## src/include/risc8_defs.svh

```systemverilog
`ifndef RISC8_DEFS_SVH
`define RISC8_DEFS_SVH

// datapath word.
`define RISC8_WORD_W 8

// apb bus widths.
`define RISC8_PDATA_W 16
`define RISC8_PADDR_W 4

// low bits of rb used as a shift count.
`define RISC8_SHAMT_W 3

// write port for instructions.
`define RISC8_ADDR_INSTR 0

// read map: 0 to 3 are r0 to r3, then ah.
`define RISC8_ADDR_AH 4

`endif

```

## src/source/risc8_pkg.sv

```systemverilog
`include "risc8_defs.svh"

package risc8_pkg;

        typedef logic [`RISC8_WORD_W-1:0]  word_t;
        typedef logic [`RISC8_PDATA_W-1:0] pdata_t;
        typedef logic [1:0]                reg_addr_t;

        // upper nibble of the instruction byte.
        typedef enum logic [3:0] {
                CPY   = 4'd0,
                MOVE  = 4'd1,
                ADD   = 4'd2,
                SUB   = 4'd3,
                AND   = 4'd4,
                OR    = 4'd5,
                XOR   = 4'd6,
                MUL   = 4'd7,
                SLL   = 4'd8,
                SRL   = 4'd9,
                SRA   = 4'd10,
                INC   = 4'd11,
                DEC   = 4'd12,
                GETAH = 4'd13
        } opcode_t;

        typedef enum logic [3:0] {
                ALU_NONE,
                ALU_ADD,
                ALU_SUB,
                ALU_AND,
                ALU_OR,
                ALU_XOR,
                ALU_MUL,
                ALU_SL,
                ALU_SR,
                ALU_RA
        } alu_op_t;

        // second operand source.
        typedef enum logic [1:0] {
                SB_NONE,
                SB_REG,
                SB_1,
                SB_IMM
        } selb_t;

        // writeback source for ra.
        typedef enum logic [2:0] {
                SR_NONE,
                SR_IMM,
                SR_REG,
                SR_ALUL,
                SR_ALUH
        } selr_t;

        typedef struct packed {
                alu_op_t alu_op;
                selb_t   selb;
                selr_t   selr;
                logic    rw_en;
                logic    ah_en;
        } ctrl_t;

endpackage

```

## src/source/risc8_decoder.sv

```systemverilog
module risc8_decoder import risc8_pkg::*; (
        input  word_t     instr,
        output ctrl_t     ctrl,
        output reg_addr_t ra,
        output reg_addr_t rb,
        output logic      illegal
);

        opcode_t opcode;

        assign opcode = opcode_t'(instr[7:4]);
        assign ra     = reg_addr_t'(instr[3:2]);
        assign rb     = reg_addr_t'(instr[1:0]);

        // destination is always ra.
        always_comb begin
                ctrl.alu_op = ALU_NONE;
                ctrl.selb   = SB_NONE;
                ctrl.selr   = SR_NONE;
                ctrl.rw_en  = 1'b1;
                ctrl.ah_en  = 1'b0;
                illegal     = 1'b0;
                case (opcode)
                        CPY: begin
                                ctrl.selb = SB_IMM;
                                ctrl.selr = SR_IMM;
                        end
                        MOVE: begin
                                ctrl.selr = SR_REG;
                        end
                        ADD: begin
                                ctrl.alu_op = ALU_ADD;
                                ctrl.selb   = SB_REG;
                                ctrl.selr   = SR_ALUL;
                        end
                        SUB: begin
                                ctrl.alu_op = ALU_SUB;
                                ctrl.selb   = SB_REG;
                                ctrl.selr   = SR_ALUL;
                        end
                        AND: begin
                                ctrl.alu_op = ALU_AND;
                                ctrl.selb   = SB_REG;
                                ctrl.selr   = SR_ALUL;
                        end
                        OR: begin
                                ctrl.alu_op = ALU_OR;
                                ctrl.selb   = SB_REG;
                                ctrl.selr   = SR_ALUL;
                        end
                        XOR: begin
                                ctrl.alu_op = ALU_XOR;
                                ctrl.selb   = SB_REG;
                                ctrl.selr   = SR_ALUL;
                        end
                        MUL: begin
                                ctrl.alu_op = ALU_MUL;
                                ctrl.selb   = SB_REG;
                                ctrl.selr   = SR_ALUL;
                                ctrl.ah_en  = 1'b1;
                        end
                        SLL: begin
                                ctrl.alu_op = ALU_SL;
                                ctrl.selb   = SB_REG;
                                ctrl.selr   = SR_ALUL;
                        end
                        SRL: begin
                                ctrl.alu_op = ALU_SR;
                                ctrl.selb   = SB_REG;
                                ctrl.selr   = SR_ALUL;
                        end
                        SRA: begin
                                ctrl.alu_op = ALU_RA;
                                ctrl.selb   = SB_REG;
                                ctrl.selr   = SR_ALUL;
                        end
                        // inc and dec reuse the adder with a constant one.
                        INC: begin
                                ctrl.alu_op = ALU_ADD;
                                ctrl.selb   = SB_1;
                                ctrl.selr   = SR_ALUL;
                        end
                        DEC: begin
                                ctrl.alu_op = ALU_SUB;
                                ctrl.selb   = SB_1;
                                ctrl.selr   = SR_ALUL;
                        end
                        GETAH: begin
                                ctrl.selr = SR_ALUH;
                        end
                        default: begin
                                ctrl.rw_en = 1'b0;
                                illegal    = 1'b1;
                        end
                endcase
        end

endmodule

```

## src/source/risc8_alu.sv

```systemverilog
`include "risc8_defs.svh"

module risc8_alu import risc8_pkg::*; (
        input  alu_op_t alu_op,
        input  word_t   a,
        input  word_t   b,
        output word_t   alu_lo,
        output word_t   alu_hi
);

        logic [2*`RISC8_WORD_W-1:0] product;
        logic [`RISC8_SHAMT_W-1:0]  shamt;

        // full unsigned product, split below.
        assign product = a * b;
        assign shamt   = b[`RISC8_SHAMT_W-1:0];

        always_comb begin
                alu_hi = '0;
                case (alu_op)
                        ALU_ADD: begin
                                alu_lo = a + b;
                        end
                        ALU_SUB: begin
                                alu_lo = a - b;
                        end
                        ALU_AND: begin
                                alu_lo = a & b;
                        end
                        ALU_OR: begin
                                alu_lo = a | b;
                        end
                        ALU_XOR: begin
                                alu_lo = a ^ b;
                        end
                        ALU_MUL: begin
                                alu_lo = product[`RISC8_WORD_W-1:0];
                                alu_hi = product[2*`RISC8_WORD_W-1:`RISC8_WORD_W];
                        end
                        ALU_SL: begin
                                alu_lo = a << shamt;
                        end
                        ALU_SR: begin
                                alu_lo = a >> shamt;
                        end
                        // arithmetic shift keeps the sign bit.
                        ALU_RA: begin
                                alu_lo = word_t'($signed(a) >>> shamt);
                        end
                        default: begin
                                alu_lo = '0;
                        end
                endcase
        end

endmodule

```

## src/source/risc8_regfile.sv

```systemverilog
`include "risc8_defs.svh"

module risc8_regfile import risc8_pkg::*; (
        input  logic       clk,
        input  logic       rst_n,
        input  logic       exec_en,
        input  ctrl_t      ctrl,
        input  reg_addr_t  ra,
        input  reg_addr_t  rb,
        input  word_t      imm,
        input  word_t      alu_lo,
        input  word_t      alu_hi,
        input  logic [2:0] rd_sel,
        input  logic       rd_en,
        output word_t      a,
        output word_t      b,
        output word_t      rd_data
);

        word_t regs [4];
        word_t ah;
        word_t wr_data;

        assign a = regs[ra];

        // second operand.
        always_comb begin
                case (ctrl.selb)
                        SB_REG:  b = regs[rb];
                        SB_1:    b = word_t'(1);
                        SB_IMM:  b = imm;
                        default: b = '0;
                endcase
        end

        // writeback source for ra.
        always_comb begin
                case (ctrl.selr)
                        SR_IMM:  wr_data = imm;
                        SR_REG:  wr_data = regs[rb];
                        SR_ALUL: wr_data = alu_lo;
                        SR_ALUH: wr_data = ah;
                        default: wr_data = '0;
                endcase
        end

        always_ff @(posedge clk or negedge rst_n) begin
                if (!rst_n) begin
                        for (int i = 0; i < 4; i++) begin
                                regs[i] <= '0;
                        end
                        ah <= '0;
                end else if (exec_en) begin
                        if (ctrl.rw_en) begin
                                regs[ra] <= wr_data;
                        end
                        // mul writes ra and ah on the same edge.
                        if (ctrl.ah_en) begin
                                ah <= alu_hi;
                        end
                end
        end

        always_comb begin
                if (!rd_en) begin
                        rd_data = '0;
                end else if (rd_sel == 3'(`RISC8_ADDR_AH)) begin
                        rd_data = ah;
                end else begin
                        rd_data = regs[rd_sel[1:0]];
                end
        end

endmodule

```

## src/source/risc8_apb_port.sv

```systemverilog
`include "risc8_defs.svh"

module risc8_apb_port import risc8_pkg::*; (
        input  logic                      psel,
        input  logic                      penable,
        input  logic                      pwrite,
        input  logic [`RISC8_PADDR_W-1:0] paddr,
        input  pdata_t                    pwdata,
        input  logic                      illegal,
        input  word_t                     rd_data,
        output pdata_t                    prdata,
        output logic                      pready,
        output logic                      pslverr,
        output word_t                     instr,
        output word_t                     imm,
        output logic                      exec_en,
        output logic [2:0]                rd_sel,
        output logic                      rd_en
);

        logic access;
        logic waddr_ok;
        logic raddr_ok;
        logic wr_err;

        assign access   = psel & penable;
        assign waddr_ok = (paddr == `RISC8_PADDR_W'(`RISC8_ADDR_INSTR));
        assign raddr_ok = (paddr <= `RISC8_PADDR_W'(`RISC8_ADDR_AH));

        // instruction in the low byte, immediate in the high byte.
        assign instr = pwdata[`RISC8_WORD_W-1:0];
        assign imm   = pwdata[`RISC8_PDATA_W-1:`RISC8_WORD_W];

        // zero wait states.
        assign pready = 1'b1;

        assign wr_err  = ~waddr_ok | illegal;
        assign exec_en = access & pwrite & ~wr_err;

        always_comb begin
                if (!access) begin
                        pslverr = 1'b0;
                end else if (pwrite) begin
                        pslverr = wr_err;
                end else begin
                        pslverr = ~raddr_ok;
                end
        end

        // regfile returns zero when not enabled.
        assign rd_sel = paddr[2:0];
        assign rd_en  = psel & ~pwrite & raddr_ok;
        assign prdata = {{(`RISC8_PDATA_W-`RISC8_WORD_W){1'b0}}, rd_data};

endmodule

```

## src/source/risc8_core.sv

```systemverilog
`include "risc8_defs.svh"

module risc8_core import risc8_pkg::*; (
        input  logic                      clk,
        input  logic                      rst_n,
        input  logic                      psel,
        input  logic                      penable,
        input  logic                      pwrite,
        input  logic [`RISC8_PADDR_W-1:0] paddr,
        input  pdata_t                    pwdata,
        output pdata_t                    prdata,
        output logic                      pready,
        output logic                      pslverr
);

        word_t      instr;
        word_t      imm;
        logic       exec_en;
        logic       illegal;
        logic [2:0] rd_sel;
        logic       rd_en;
        word_t      rd_data;
        ctrl_t      ctrl;
        reg_addr_t  ra;
        reg_addr_t  rb;
        word_t      a;
        word_t      b;
        word_t      alu_lo;
        word_t      alu_hi;

        risc8_apb_port u_port (
                .psel    (psel),
                .penable (penable),
                .pwrite  (pwrite),
                .paddr   (paddr),
                .pwdata  (pwdata),
                .illegal (illegal),
                .rd_data (rd_data),
                .prdata  (prdata),
                .pready  (pready),
                .pslverr (pslverr),
                .instr   (instr),
                .imm     (imm),
                .exec_en (exec_en),
                .rd_sel  (rd_sel),
                .rd_en   (rd_en)
        );

        // decode and execute settle within the access phase.
        risc8_decoder u_dec (
                .instr   (instr),
                .ctrl    (ctrl),
                .ra      (ra),
                .rb      (rb),
                .illegal (illegal)
        );

        risc8_alu u_alu (
                .alu_op (ctrl.alu_op),
                .a      (a),
                .b      (b),
                .alu_lo (alu_lo),
                .alu_hi (alu_hi)
        );

        risc8_regfile u_rf (
                .clk     (clk),
                .rst_n   (rst_n),
                .exec_en (exec_en),
                .ctrl    (ctrl),
                .ra      (ra),
                .rb      (rb),
                .imm     (imm),
                .alu_lo  (alu_lo),
                .alu_hi  (alu_hi),
                .rd_sel  (rd_sel),
                .rd_en   (rd_en),
                .a       (a),
                .b       (b),
                .rd_data (rd_data)
        );

endmodule

```

## config.mk

```make
export PLATFORM = sky130hd
export DESIGN_NAME = risc8_core
export DESIGN_NICKNAME = d
export VERILOG_FILES = /design/src/source/risc8_pkg.sv /design/src/source/risc8_decoder.sv /design/src/source/risc8_alu.sv /design/src/source/risc8_regfile.sv /design/src/source/risc8_apb_port.sv /design/src/source/risc8_core.sv
export VERILOG_INCLUDE_DIRS = /design/src /design/src/include
export SDC_FILE = /design/constraint.sdc
export NUM_CORES = 1
export LEC_CHECK = 0
export ABC_AREA = 1
export BUFFER_PORTS_ARGS = -buffer_cell sky130_fd_sc_hd__buf_2
export CORE_MARGIN = 2
export CORE_UTILIZATION = 50
export CTS_CLUSTER_SIZE = 8
export DETAILED_ROUTE_END_ITERATION = 6
export PLACE_DENSITY = 0.7
export SKIP_CTS_REPAIR_TIMING = 1
export SYNTH_ARGS = -nofsm -noshare
export SYNTH_HDL_FRONTEND = slang
export SYNTH_SLANG_ARGS = --single-unit
```

## constraint.sdc

```tcl
create_clock -name clk -period 4.5 [get_ports clk]
set_input_delay 1.125 -clock clk [delete_from_list [all_inputs] [get_ports clk]]
set_output_delay 1.125 -clock clk [all_outputs]
set_load 0.005 [all_outputs]
```

==> results.json <==
{
  "r2r_start": "u_rf.regs[3]",
  "grt_usage_pct": 32.1,
  "cts_buffers": 5,
  "routabilityCongestion": 1.01,
  "overflow": 0,
  "place_inst": 1334,
  "layout.nets": 1311,
  "maxSlewHeadroom_pct": 38.9,
  "vias": 7414,
  "rsz0062_at_grt": "yes",
  "status": "complete, but fails checks",
  "die_h_um": 118,
  "ys.flop_type": "dfrtp_1",
  "wl_um": 22900,
  "p_leak_nw": 4.74,
  "max_freq_mhz": 189,
  "worst_setup_path_start_kind": "input pin",
  "timing.hold.ws_ns": 0.484,
  "synth_edf_count": 0,
  "die_w_um": 118,
  "power_frac_comb_pct": 60.3,
  "max-cap-violations": 0,
  "row_count": 41,
  "drc": 0,
  "cts_buffer_depth": 2,
  "ys_seq_elements": 40,
  "min_from": "u_rf.regs[16]",
  "dp_slack_ns": -1.33,
  "fin_crit_sh_pct": 117,
  "cts_max_level": 2,
  "synthToLayoutAreaGrowth_pct": 38.7,
  "vdd_drop_max_mv": 0.284,
  "synthesis.instances": 998,
  "internal-power_w": 0.00114,
  "cts_tree": "done",
  "worst_pin_slew_ns": 0.916,
  "required_ns": 4.69,
  "critical_path_class": "input pin to flop",
  "final_util_pct": 71.2,
  "p_per_area_nw_per_um2": 222,
  "whs_path_depth": 2,
  "core_area_um2": 12700,
  "drt_iter0_drc": 637,
  "synth_area_um2": 6500,
  "p_sw_w": 0.000858,
  "finalWorstSetupSlack_ns": -0.779,
  "path_clk_slew_ns": 0.06,
  "skew_ns": 0.00745,
  "pwr-share-clk_pct": 20.3,
  "crit_path_end_kind": "flop",
  "slew_viol_final": 0,
  "drtPass1Iterations": 7,
  "period_needed_ns": 5.28,
  "grt_pass1_wl_um": 35700,
  "dpl.hpwl_um": 17700,
  "instances_no_fill": 1361,
  "wl_per_cell_um": 16.8,
  "worst-path-max-fanout": 6,
  "arrival_ns": 5.46,
  "yosysWarnings": 0,
  "antenna_found_initial": 0,
  "clock-root-buffer": "clkbuf_16",
  "num_io_pins": 43,
  "clock_latency_ns": 0.29,
  "ys_seq_area_share_pct": 15.4,
  "switching_share_pct": 42.9,
  "synth.avg_cell_area_um2": 6.52,
  "reg2reg_to": "u_rf.regs[23]",
  "cts.sinks": 40,
  "grt_max_degree": 41,
  "total_power_w": 0.00200,
  "worstRegToRegCells": 24,
  "yosysUniqueCellTypes": 54,
  "cp_slowest_cell": "fa_1",
  "cp.buffers_inverters": 8,
  "hold_end": "u_rf.regs[16]",
  "synth-async-reset-ratio_pct": 100,
  "hold_violations": 0,
  "report.final.setup_viol": 28,
  "diodes": 0,
  "hp-class": "flop to flop",
  "postRouteAntennaNets": 0,
  "violations": "negative setup slack",
  "avgViaCountPerCell": 5.45,
  "cp_top_family": "adder cells",
  "grt_pass1_vias": 7013,
  "drive_gt1_share_pct": 32.5,
  "cpPeakStageDelay_ns": 0.54,
  "fp.dieArea_um2": 13900,
  "p_seq_share_pct": 19.4,
  "r2r_slack_ns": -0.11,
  "port_buffers": 33,
  "start_util_pct": 51.3
}
==> power groups by stage <==
| stage | clock network [W] | logic (W) | registers (W) |
|---|---|---|---|
| floorplan | 0 | 0.000664 | 0.000388 |
| global placement | 0 | 0.00102 | 0.000392 |
| detailed placement | 0 | 0.00104 | 0.000392 |
| CTS | 0.000415 | 0.00105 | 0.000386 |
| global route | 0.000428 | 0.00132 | 0.000388 |
| finish | 0.000407 | 0.00121 | 0.000387 |
==> state kept, by name (all words and copies together) (netlist names) <==
signal     cells
u_rf.ah        8
u_rf.regs     32
==> placed cells by master, fill, tap and decap left out, drive strengths merged, types with 5 or more instances in the layout <==
cell | synthesis | routed
a21oi | 41 | 41
a22oi | 5 | 5
a31oi | 12 | 12
buf | 21 | 200
clkbuf | 4 | 6
conb | 2 | 9
dfrtp | 40 | 40
fa | 37 | 37
ha | 61 | 61
inv | 178 | 178
nand2 | 309 | 309
nand3 | 68 | 68
nand4 | 8 | 8
nor2 | 94 | 94
nor3 | 5 | 5
o211ai | 7 | 7
o21ai | 59 | 59
o22ai | 6 | 6
xor2 | 10 | 10
==> worst reg2reg max path, cell delays in order, from the launching register on <==
cell and delay [ns]:
dfrtp_1 0.38, inv_1 0.08, buf_4 0.11, nand2_1 0.05, nand3b_1 0.21, inv_4 0.11, buf_4 0.16, ha_4 0.15
fa_1 0.52, ha_4 0.21, fa_1 0.54, inv_2 0.04, fa_1 0.51, inv_2 0.05, ha_4 0.27, inv_2 0.04
a21oi_2 0.10, or2_4 0.20, a21oi_4 0.08, o21ai_4 0.08, nand4_1 0.14, nor2_2 0.18, nand3_4 0.14, nand2_2 0.10
nand2_2 0.04
==> layer usage <==
metal | GRT usage (%) | wire, um | vias to the layer above
met3 | 3.63 | 1860 | 65
met5 | 0 | 0 | -
met2 | 52.2 | 11000 | 367
met4 | 14.4 | 970 | 0
li1 | - | - | 3530
met1 | 42.9 | 9090 | 3452
==> metrics by stage <==
step	TNS (ns)	cell area, um^2
CTS	-19.19	8290
global route	-19.37	9020
floorplan	-10.99	6810
global placement	-25.44	8120
finish	-14.49	9020
detailed placement	-27.36	8120
==> how the worst max path moves through the flow <==
stage / start / to / slack (ns) / cells past startpoint
floorplan: pwdata[6] / u_rf.ah[5] / -0.75 / 26
global placement: pwdata[7] / u_rf.regs[13] / -1.20 / 26
detailed placement: pwdata[7] / u_rf.regs[21] / -1.33 / 26
CTS: pwdata[7] / u_rf.regs[21] / -1.03 / 26
global route: pwdata[2] / u_rf.ah[4] / -0.98 / 25
finish: pwdata[2] / u_rf.regs[23] / -0.78 / 26
==> cell usage after synthesis (11+ instances only) <==
master / instances / area (um^2)
nand2_1: 299 / 1120
inv_1: 168 / 631
nor2_1: 83 / 312
ha_1: 61 / 763
nand3_1: 60 / 300
o21ai_0: 44 / 220
a21oi_1: 41 / 205
dfrtp_1: 40 / 1000
fa_1: 37 / 741
buf_4: 13 / 97.6
a31oi_1: 12 / 75.1
o21ai_1: 11 / 55.1
==> cells by family (layout without fill, tap and decap cells) <==
| family | Yosys count | in the layout | synth area share (%) |
|---|---|---|---|
| simple gates | 493 | 493 | 33.2 |
| xor+xnor | 11 | 11 | 1.48 |
| other cells | 2 | 9 | 0.115 |
| fa+ha+maj | 98 | 98 | 23.1 |
| compound gates | 150 | 150 | 13.7 |
| buf+inv | 204 | 388 | 13.0 |
| flops | 40 | 40 | 15.4 |
==> layout make-up <==
class                      count  area (um^2)
inverter                     179          702
timing repair buffer         201         1570
clock buffer                   5          125
fill                        1088         3650
clock inverter                 3         42.5
tap                          172          215
sequential                    40         1000
multi-input combinational    761         5370
(Power assumes the default switching activity.)
